**src/logic/pkt_pkg.sv**
```systemverilog
package pkt_pkg;

    // beat payload width
    localparam int DATA_W = 16;

    // priority queues, queue 0 wins
    localparam int NUM_PRIO = 4;

    // priority index width, taken from the top data bits of the start beat
    localparam int PRIO_W = 2;

    // one beat on any internal or external beat path
    typedef struct packed {
        logic              sop;
        logic              eop;
        logic [DATA_W-1:0] data;
    } beat_t;

    // scheduler FSM
    // idle waits for a committed packet
    // sel locks one queue
    // req holds out_req until ack
    // ack_low waits for ack release, then pops
    typedef enum logic [1:0] {
        IDLE,
        SEL,
        REQ,
        ACK_LOW
    } sched_state_t;

endpackage

```
**src/logic/pkt_classifier.sv**
```systemverilog
`timescale 1ns/1ps

module pkt_classifier import pkt_pkg::*; (
    input  logic                clk,
    input  logic                rst,
    input  logic                wr_vld,
    input  beat_t               wr_beat,
    output logic [NUM_PRIO-1:0] q_wr,
    output beat_t               q_beat
);

    // packet in progress on the write stream
    logic              pkt_open;
    // queue of the open packet
    logic [PRIO_W-1:0] cur_prio;

    logic              accept;
    logic [PRIO_W-1:0] tgt_prio;
    logic [NUM_PRIO-1:0] tgt_onehot;

    // start beat only when closed, continuation only when open
    // stray beats and repeated starts fall through
    assign accept = wr_vld && (wr_beat.sop ? !pkt_open : pkt_open);

    // start beat carries the priority in its top bits
    assign tgt_prio = wr_beat.sop ? wr_beat.data[DATA_W-1 -: PRIO_W] : cur_prio;

    always_comb begin
        tgt_onehot = '0;
        tgt_onehot[tgt_prio] = 1'b1;
    end

    always_ff @(posedge clk) begin
        if (rst) begin
            pkt_open <= 1'b0;
            cur_prio <= '0;
            q_wr     <= '0;
        end else begin
            q_wr <= accept ? tgt_onehot : '0;
            if (accept) begin
                // single-beat packet leaves the stream closed
                pkt_open <= !wr_beat.eop;
                if (wr_beat.sop) begin
                    cur_prio <= tgt_prio;
                end
            end
        end
    end

    // beat follows q_wr by the same one cycle
    always_ff @(posedge clk) begin
        if (accept) begin
            q_beat <= wr_beat;
        end
    end

endmodule

```
**src/logic/pkt_fifo.sv**
```systemverilog
`timescale 1ns/1ps

module pkt_fifo import pkt_pkg::*; #(
    parameter int FIFO_DEPTH = 16
) (
    input  logic  clk,
    input  logic  rst,
    input  logic  wr,
    input  beat_t wr_beat,
    input  logic  pop,
    output beat_t head,
    output logic  pkt_ready,
    output logic  drop
);

    localparam int ADDR_W = $clog2(FIFO_DEPTH);
    // extra msb tells full from empty
    localparam logic [ADDR_W:0] FULL_CNT = (ADDR_W + 1)'(FIFO_DEPTH);
    // step for pointers and the packet count
    localparam logic [ADDR_W:0] PTR_ONE  = (ADDR_W + 1)'(1);

    beat_t mem [FIFO_DEPTH];

    // read side
    logic [ADDR_W:0] rd_ptr;
    // tentative write pointer of the open packet
    logic [ADDR_W:0] wr_tmp;
    // committed write pointer at the end of the last complete packet
    logic [ADDR_W:0] wr_cmt;
    // count of complete packets up to FIFO_DEPTH
    logic [ADDR_W:0] pkt_cnt;
    // rest of the current packet is being thrown away
    logic            dropping;

    logic [ADDR_W:0] used;
    logic            full;
    logic            store;
    logic            commit;
    logic            release_pkt;

    // occupancy counts uncommitted beats too
    assign used = wr_tmp - rd_ptr;
    assign full = (used == FULL_CNT);

    // beat lands in memory
    assign store  = wr && !dropping && !full;
    // last beat of a packet that fit
    assign commit = store && wr_beat.eop;
    // end beat leaves with the pop
    assign release_pkt = pop && head.eop;

    assign head = mem[rd_ptr[ADDR_W-1:0]];

    always_ff @(posedge clk) begin
        if (rst) begin
            rd_ptr    <= '0;
            wr_tmp    <= '0;
            wr_cmt    <= '0;
            pkt_cnt   <= '0;
            dropping  <= 1'b0;
            drop      <= 1'b0;
            pkt_ready <= 1'b0;
        end else begin
            drop <= 1'b0;

            if (wr) begin
                if (dropping) begin
                    // swallow beats up to the end beat
                    if (wr_beat.eop) begin
                        dropping <= 1'b0;
                        drop     <= 1'b1;
                    end
                end else if (full) begin
                    // no room so rewind to the last committed packet
                    wr_tmp <= wr_cmt;
                    if (wr_beat.eop) begin
                        drop <= 1'b1;
                    end else begin
                        dropping <= 1'b1;
                    end
                end else begin
                    wr_tmp <= wr_tmp + PTR_ONE;
                    if (wr_beat.eop) begin
                        wr_cmt <= wr_tmp + PTR_ONE;
                    end
                end
            end

            if (pop) begin
                rd_ptr <= rd_ptr + PTR_ONE;
            end

            // both ends may move at one edge
            case ({commit, release_pkt})
                2'b10:   pkt_cnt <= pkt_cnt + PTR_ONE;
                2'b01:   pkt_cnt <= pkt_cnt - PTR_ONE;
                default: pkt_cnt <= pkt_cnt;
            endcase

            // follows the count one cycle later
            pkt_ready <= (pkt_cnt != '0);
        end
    end

    always_ff @(posedge clk) begin
        if (store) begin
            mem[wr_tmp[ADDR_W-1:0]] <= wr_beat;
        end
    end

endmodule

```
**src/logic/pkt_queue_top.sv**
```systemverilog
`timescale 1ns/1ps

module pkt_queue_top import pkt_pkg::*; #(
    parameter int FIFO_DEPTH = 16
) (
    input  logic        clk,
    input  logic        rst,
    input  logic        wr_vld,
    input  beat_t       wr_beat,
    output logic        out_req,
    output beat_t       out_beat,
    input  logic        out_ack,
    output logic [15:0] drop_count
);

    logic [NUM_PRIO-1:0] q_wr;
    beat_t               q_beat;
    logic [NUM_PRIO-1:0] pkt_ready;
    logic [NUM_PRIO-1:0] pop;
    logic [NUM_PRIO-1:0] drop;
    beat_t               heads [NUM_PRIO];

    // several queues may drop in the same cycle
    logic [PRIO_W:0]     drop_sum;

    pkt_classifier u_classifier (
        .clk     (clk),
        .rst     (rst),
        .wr_vld  (wr_vld),
        .wr_beat (wr_beat),
        .q_wr    (q_wr),
        .q_beat  (q_beat)
    );

    // one packet FIFO per priority, all fed from the same beat bus
    for (genvar g = 0; g < NUM_PRIO; g++) begin : g_queue
        pkt_fifo #(
            .FIFO_DEPTH (FIFO_DEPTH)
        ) u_fifo (
            .clk       (clk),
            .rst       (rst),
            .wr        (q_wr[g]),
            .wr_beat   (q_beat),
            .pop       (pop[g]),
            .head      (heads[g]),
            .pkt_ready (pkt_ready[g]),
            .drop      (drop[g])
        );
    end

    prio_scheduler u_scheduler (
        .clk       (clk),
        .rst       (rst),
        .pkt_ready (pkt_ready),
        .heads     (heads),
        .pop       (pop),
        .out_req   (out_req),
        .out_beat  (out_beat),
        .out_ack   (out_ack)
    );

    always_comb begin
        drop_sum = '0;
        for (int i = 0; i < NUM_PRIO; i++) begin
            drop_sum = drop_sum + (PRIO_W + 1)'(drop[i]);
        end
    end

    // whole packets lost for lack of room
    always_ff @(posedge clk) begin
        if (rst) begin
            drop_count <= '0;
        end else begin
            drop_count <= drop_count + 16'(drop_sum);
        end
    end

endmodule

```
**src/logic/prio_scheduler.sv**
```systemverilog
`timescale 1ns/1ps

module prio_scheduler import pkt_pkg::*; (
    input  logic                clk,
    input  logic                rst,
    input  logic [NUM_PRIO-1:0] pkt_ready,
    input  beat_t               heads [NUM_PRIO],
    output logic [NUM_PRIO-1:0] pop,
    output logic                out_req,
    output beat_t               out_beat,
    input  logic                out_ack
);

    sched_state_t      state;
    // locked queue
    logic [PRIO_W-1:0] sel;

    logic              any_ready;
    logic [PRIO_W-1:0] low_idx;
    logic              load_beat;
    beat_t             next_beat;

    // lowest-indexed ready queue
    always_comb begin
        any_ready = 1'b0;
        low_idx   = '0;
        for (int i = NUM_PRIO - 1; i >= 0; i--) begin
            if (pkt_ready[i]) begin
                any_ready = 1'b1;
                low_idx   = PRIO_W'(i);
            end
        end
    end

    // pop once the consumer has released ack
    always_comb begin
        pop = '0;
        if (state == ACK_LOW && !out_ack) begin
            pop[sel] = 1'b1;
        end
    end

    // first beat comes at sel, later beats when req is re-raised
    assign load_beat = (state == SEL && any_ready) ||
                       (state == REQ && !out_req && !out_ack);
    assign next_beat = (state == SEL) ? heads[low_idx] : heads[sel];

    always_ff @(posedge clk) begin
        if (rst) begin
            state   <= IDLE;
            sel     <= '0;
            out_req <= 1'b0;
        end else begin
            case (state)
                IDLE: begin
                    if (any_ready) begin
                        state <= SEL;
                    end
                end
                SEL: begin
                    // ready may have been stale after the last pop
                    if (any_ready) begin
                        sel     <= low_idx;
                        out_req <= 1'b1;
                        state   <= REQ;
                    end else begin
                        state <= IDLE;
                    end
                end
                REQ: begin
                    if (out_req) begin
                        if (out_ack) begin
                            out_req <= 1'b0;
                            state   <= ACK_LOW;
                        end
                    end else if (!out_ack) begin
                        // head has advanced after the pop
                        out_req <= 1'b1;
                    end
                end
                ACK_LOW: begin
                    // queue stays locked until the end beat is done
                    if (!out_ack) begin
                        state <= out_beat.eop ? IDLE : REQ;
                    end
                end
                default: state <= IDLE;
            endcase
        end
    end

    // held steady for the whole handshake
    always_ff @(posedge clk) begin
        if (load_beat) begin
            out_beat <= next_beat;
        end
    end

endmodule

```
**config.mk**
```make
export PLATFORM = sky130hd
export DESIGN_NAME = pkt_queue_top
export DESIGN_NICKNAME = d
export VERILOG_FILES = /design/src/logic/pkt_pkg.sv /design/src/logic/pkt_classifier.sv /design/src/logic/pkt_fifo.sv /design/src/logic/pkt_queue_top.sv /design/src/logic/prio_scheduler.sv
export SDC_FILE = /design/constraint.sdc
export NUM_CORES = 1
export LEC_CHECK = 0
export ABC_AREA = 1
export BUFFER_PORTS_ARGS = -buffer_cell sky130_fd_sc_hd__buf_2
export CAP_MARGIN = 30
export CORE_MARGIN = 2
export CORE_UTILIZATION = 38
export DETAILED_ROUTE_END_ITERATION = 12
export PLACE_DENSITY = 0.6
export SETUP_SLACK_MARGIN = 0.15
export SLEW_MARGIN = 30
export SYNTH_ARGS = -nofsm -noshare
export SYNTH_HDL_FRONTEND = slang
export SYNTH_SLANG_ARGS = --single-unit
```
**constraint.sdc**
```tcl
create_clock -name clk -period 3.6 [get_ports clk]
set_input_delay 0.18 -clock clk [delete_from_list [all_inputs] [get_ports clk]]
set_output_delay 0.18 -clock clk [all_outputs]
set_load 0.05 [all_outputs]
```
==> impl_results.md <==
- Status: finished, final reports clean
- Most common cell after layout, fill and taps aside: nand2_1
- Die Span Y: 391 um
- Register area: 0.0384 sq mm
- Crit share post-route: 88.8%
- HPWL Detailed: 92900 um
- Yosys Warn Count: 0
- TritonCTS Buffers: 141
- Chip Width: 391 um
- Internal power: 25.6 mW
- Worst min-delay path class: input port to register
- Hold Path Depth: 4
- IO Count: 57
- Worst slack, placed: 0.297 ns
- CTS tree: done
- Total Power: 32.3 mW
- First-pass GRT wire length: 236000 um
- WL per Instance: 20.1 um
- CTS Root Cell: clkbuf_16
- EDFF count, synth: 1188
- Arr. time, crit path: 3.89 ns
- Max Fclk: 313 MHz
- Sequential share of power: 52.1%
- Final non-filler cell total: 7759
- Routed wire length: 156000 um
- CTS Sinks: 1324
- Longest Clk Path Bufs: 3
- Reg2reg setup slack: 0.40 ns
- Antenna violations before repair: 13
- Vias per Instance: 5.09
- Instance count of the mapped netlist: 5576
- Gr ovfl total: 0
- Gate power share: 2.8%
- NetSw: 6.72 mW
- Via count: 39500
- RSZ-0062 raised after global routing: yes
- Period minus WS final: 3.20 ns
- Setup TNS: 0 ns
- Port Buffers: 56
- Worst skew pair latency: 0.77 ns
- Initial core utilization: 38.1%
- FF-to-FF End: g_queue[2].u_fifo.pkt_cnt[4]$_SDFFE_PP0P_
- Final Max Tran Viols: 0
- Syn Nets: 5653
- GR peak layer: met2
- Main synth FF type: edfxtp_1
- Antenna Violating Nets Remaining: 0
- Die area: 0.153 sq mm
- Largest net degree at the start of global routing: 88
- Nets: 5777
- Filler cells: 13900
- Max-cap viol count: 0
- Final Skew: 0.0197 ns
- Placer Congestion: 0.849
- Worst-path fanout max: 28
- Seq/Total Area, Yosys: 67.4%
- Pleak: 25.4 nW
- Sw Share: 20.8%
- Final hold violations: 0
- DR DRC count: 0
- Mapped Avg Cell Area: 10.2 sq um
- GRT met1 Usage: 28.9%
- Number of global-route vias before repair: 37800
- Met2 GRT Util: 32.3%
- #FFs+latches synth: 1324
- Grt met3 use: 2.64%
- Finish-stage setup viols: 0
- Worst Hold End: u_classifier.q_beat[14]$_DFFE_PP_
- Placed insts: 7480
- Share of layout cells above drive strength 1: 8.52%
- Yosys cell types: 41
- Fin area: 0.0648 sq mm
- Synth async-reset ratio: 0%
- Placed instance area: 0.0598 sq mm
- Area of the mapped netlist: 0.0569 sq mm
- Peak VDD IR: 0.371 mV
- Multi-input logic area: 0.0156 sq mm
- H-tree Lvls: 4
- Worst Tran Pin Value: 1.02 ns
- DR pass1 iterations: 6
- WP data required: 4.30 ns
- Worst r2r path cells: 20
- Total track usage: 20.4%
- First DRT Iteration DRCs: 4111
- Relative slew slack: 31.7%
- FP Rows: 142
- Core area: 0.149 sq mm
- Pwr Density: 499 mW/mm^2
- Clock power frac: 45.1%
- Setup Crit Path Kind: register to register
- Synth-to-layout area growth: 13.7%
- CP endpoint kind: register
- Final WS setup: 0.403 ns
- Worst-path clk slew: 0.06 ns
- Critical Path Source Type: register
- Commonest non-fill, non-tap cells in the layout: nand2_1, edfxtp_1, nand3_1
- Worst hold start: wr_vld
## power groups by stage
| stage | clock network [mW] | registers [mW] | logic [mW] |
|---|---|---|---|
| 2_1_floorplan | 0 | 17.3 | 0.312 |
| 3_3_place_gp | 0 | 17.2 | 0.860 |
| 3_5_place_dp | 0 | 17.2 | 0.869 |
| 4_1_cts | 14.8 | 16.8 | 0.890 |
| 5_1_grt | 15.4 | 16.8 | 0.974 |
| 6_report | 14.6 | 16.8 | 0.904 |
## critical path, cell delays in order (launching register included)
cell	delay, ns
dfxtp_4	0.47
buf_6	0.28
nor2_1	0.08
nor2_1	0.08
o21ai_0	0.09
nand3_1	0.08
nand3_1	0.07
nand2_1	0.18
nand2_1	0.17
nor2_1	0.22
ha_1	0.29
xor2_1	0.11
ha_1	0.19
inv_1	0.05
nand2_1	0.07
and3_1	0.20
a21oi_1	0.13
o21ai_0	0.13
nand2_1	0.08
nand2_1	0.04
nor2_1	0.10
## Yosys cell counts (4+ instances only)
cell / count / area (sq um)
and3_1: 4 / 25.0
dfxtp_1: 136 / 2720
a21oi_1: 77 / 385
o21ai_1: 29 / 145
o211ai_1: 35 / 263
or2_2: 11 / 68.8
clkbuf_1: 82 / 308
xnor2_1: 6 / 52.6
o21ai_0: 182 / 911
buf_4: 20 / 150
o21bai_1: 5 / 37.5
inv_1: 470 / 1760
nand2_1: 1875 / 7040
nor2_1: 419 / 1570
nor3b_1: 4 / 30.0
buf_2: 133 / 666
nand2_2: 7 / 43.8
xor2_1: 27 / 236
ha_1: 52 / 651
buf_1: 29 / 109
clkinv_1: 11 / 41.3
nand4_1: 13 / 81.3
edfxtp_1: 1188 / 35700
nand3b_1: 5 / 37.5
buf_6: 4 / 45.0
or2_0: 4 / 25.0
nand3_2: 4 / 40.0
inv_2: 6 / 22.5
nand3_1: 681 / 3410
nor3_1: 33 / 165
## sequential cells by signal, indices dropped and copies added, names as in the netlist, 4 cells and up, named ones only
name,cells
u_scheduler.out_beat,18
u_classifier.q_wr,4
g_queue.u_fifo.wr_tmp,20
u_classifier.q_beat,18
g_queue.u_fifo.mem,1152
g_queue.u_fifo.pkt_ready,4
g_queue.u_fifo.dropping,4
g_queue.u_fifo.pkt_cnt,20
g_queue.u_fifo.drop,4
g_queue.u_fifo.rd_ptr,20
g_queue.u_fifo.wr_cmt,20
drop_count,16
## cell type report
cell class,instances,area share [%]
multi-input cells,3497,24.1
inverters,487,2.84
clock buffers,188,6.05
repair buffers,249,2.82
well taps,1944,3.76
diodes,2,0.00773
flip-flops and latches,1324,59.3
clock inverters,68,1.07
## cells by family (layout without fill, tap and decap cells)
kind of cell	count (synthesis)	in the layout	synth area share [%]
DFF	1324	1324	67.4
adders and majority gates	55	55	1.25
buffers and inverters	755	992	5.45
xor gates and xnor gates	33	33	0.508
AOI/OAI and AO/OA	341	341	3.24
and+or+nand+nor	3068	3068	22.1
other	0	2	0
## metrics by stage
step / hold slack, ns / utilization (%)
after CTS: 0.00551 / 43.3
after global placement: 0.358 / 40.1
after floorplan: 0.279 / -
after global routing: 0.0723 / 43.4
after detailed placement: 0.358 / 40.1
final: 0.0623 / 43.4
## metal layers
layer,vias up,wire [um]
li1,18800,-
met4,4,4130
met1,19100,69800
met2,1340,71600
met3,237,10300
met5,-,24
## what timing repair did
item | 4_1_cts | 5_1_grt
hold buffers | 20 | 0
endpoints found under the hold margin | 55 | 0
endpoints found under the setup margin | 0 | 5
buffers inserted | 0 | 1
resized for setup | 0 | 19
## worst max-delay path by stage
stage | from | to | cells after the start
floorplan | g_queue[2].u_fifo.rd_ptr[1]$_SDFFE_PP0P_ | g_queue[2].u_fifo.mem[3][0]$_DFFE_PP_ | 10
global placement | g_queue[0].u_fifo.wr_tmp[0]$_SDFFE_PP0P_ | g_queue[0].u_fifo.pkt_cnt[4]$_SDFFE_PP0P_ | 21
detailed placement | g_queue[0].u_fifo.wr_tmp[0]$_SDFFE_PP0P_ | g_queue[0].u_fifo.pkt_cnt[4]$_SDFFE_PP0P_ | 21
CTS | g_queue[0].u_fifo.wr_tmp[0]$_SDFFE_PP0P_ | g_queue[0].u_fifo.pkt_cnt[4]$_SDFFE_PP0P_ | 21
global route | g_queue[1].u_fifo.wr_tmp[0]$_SDFFE_PP0P_ | g_queue[1].u_fifo.pkt_cnt[4]$_SDFFE_PP0P_ | 21
finish | register | g_queue[2].u_fifo.pkt_cnt[4]$_SDFFE_PP0P_ | 20
No activity file was read; power rests on OpenSTA's default activity.
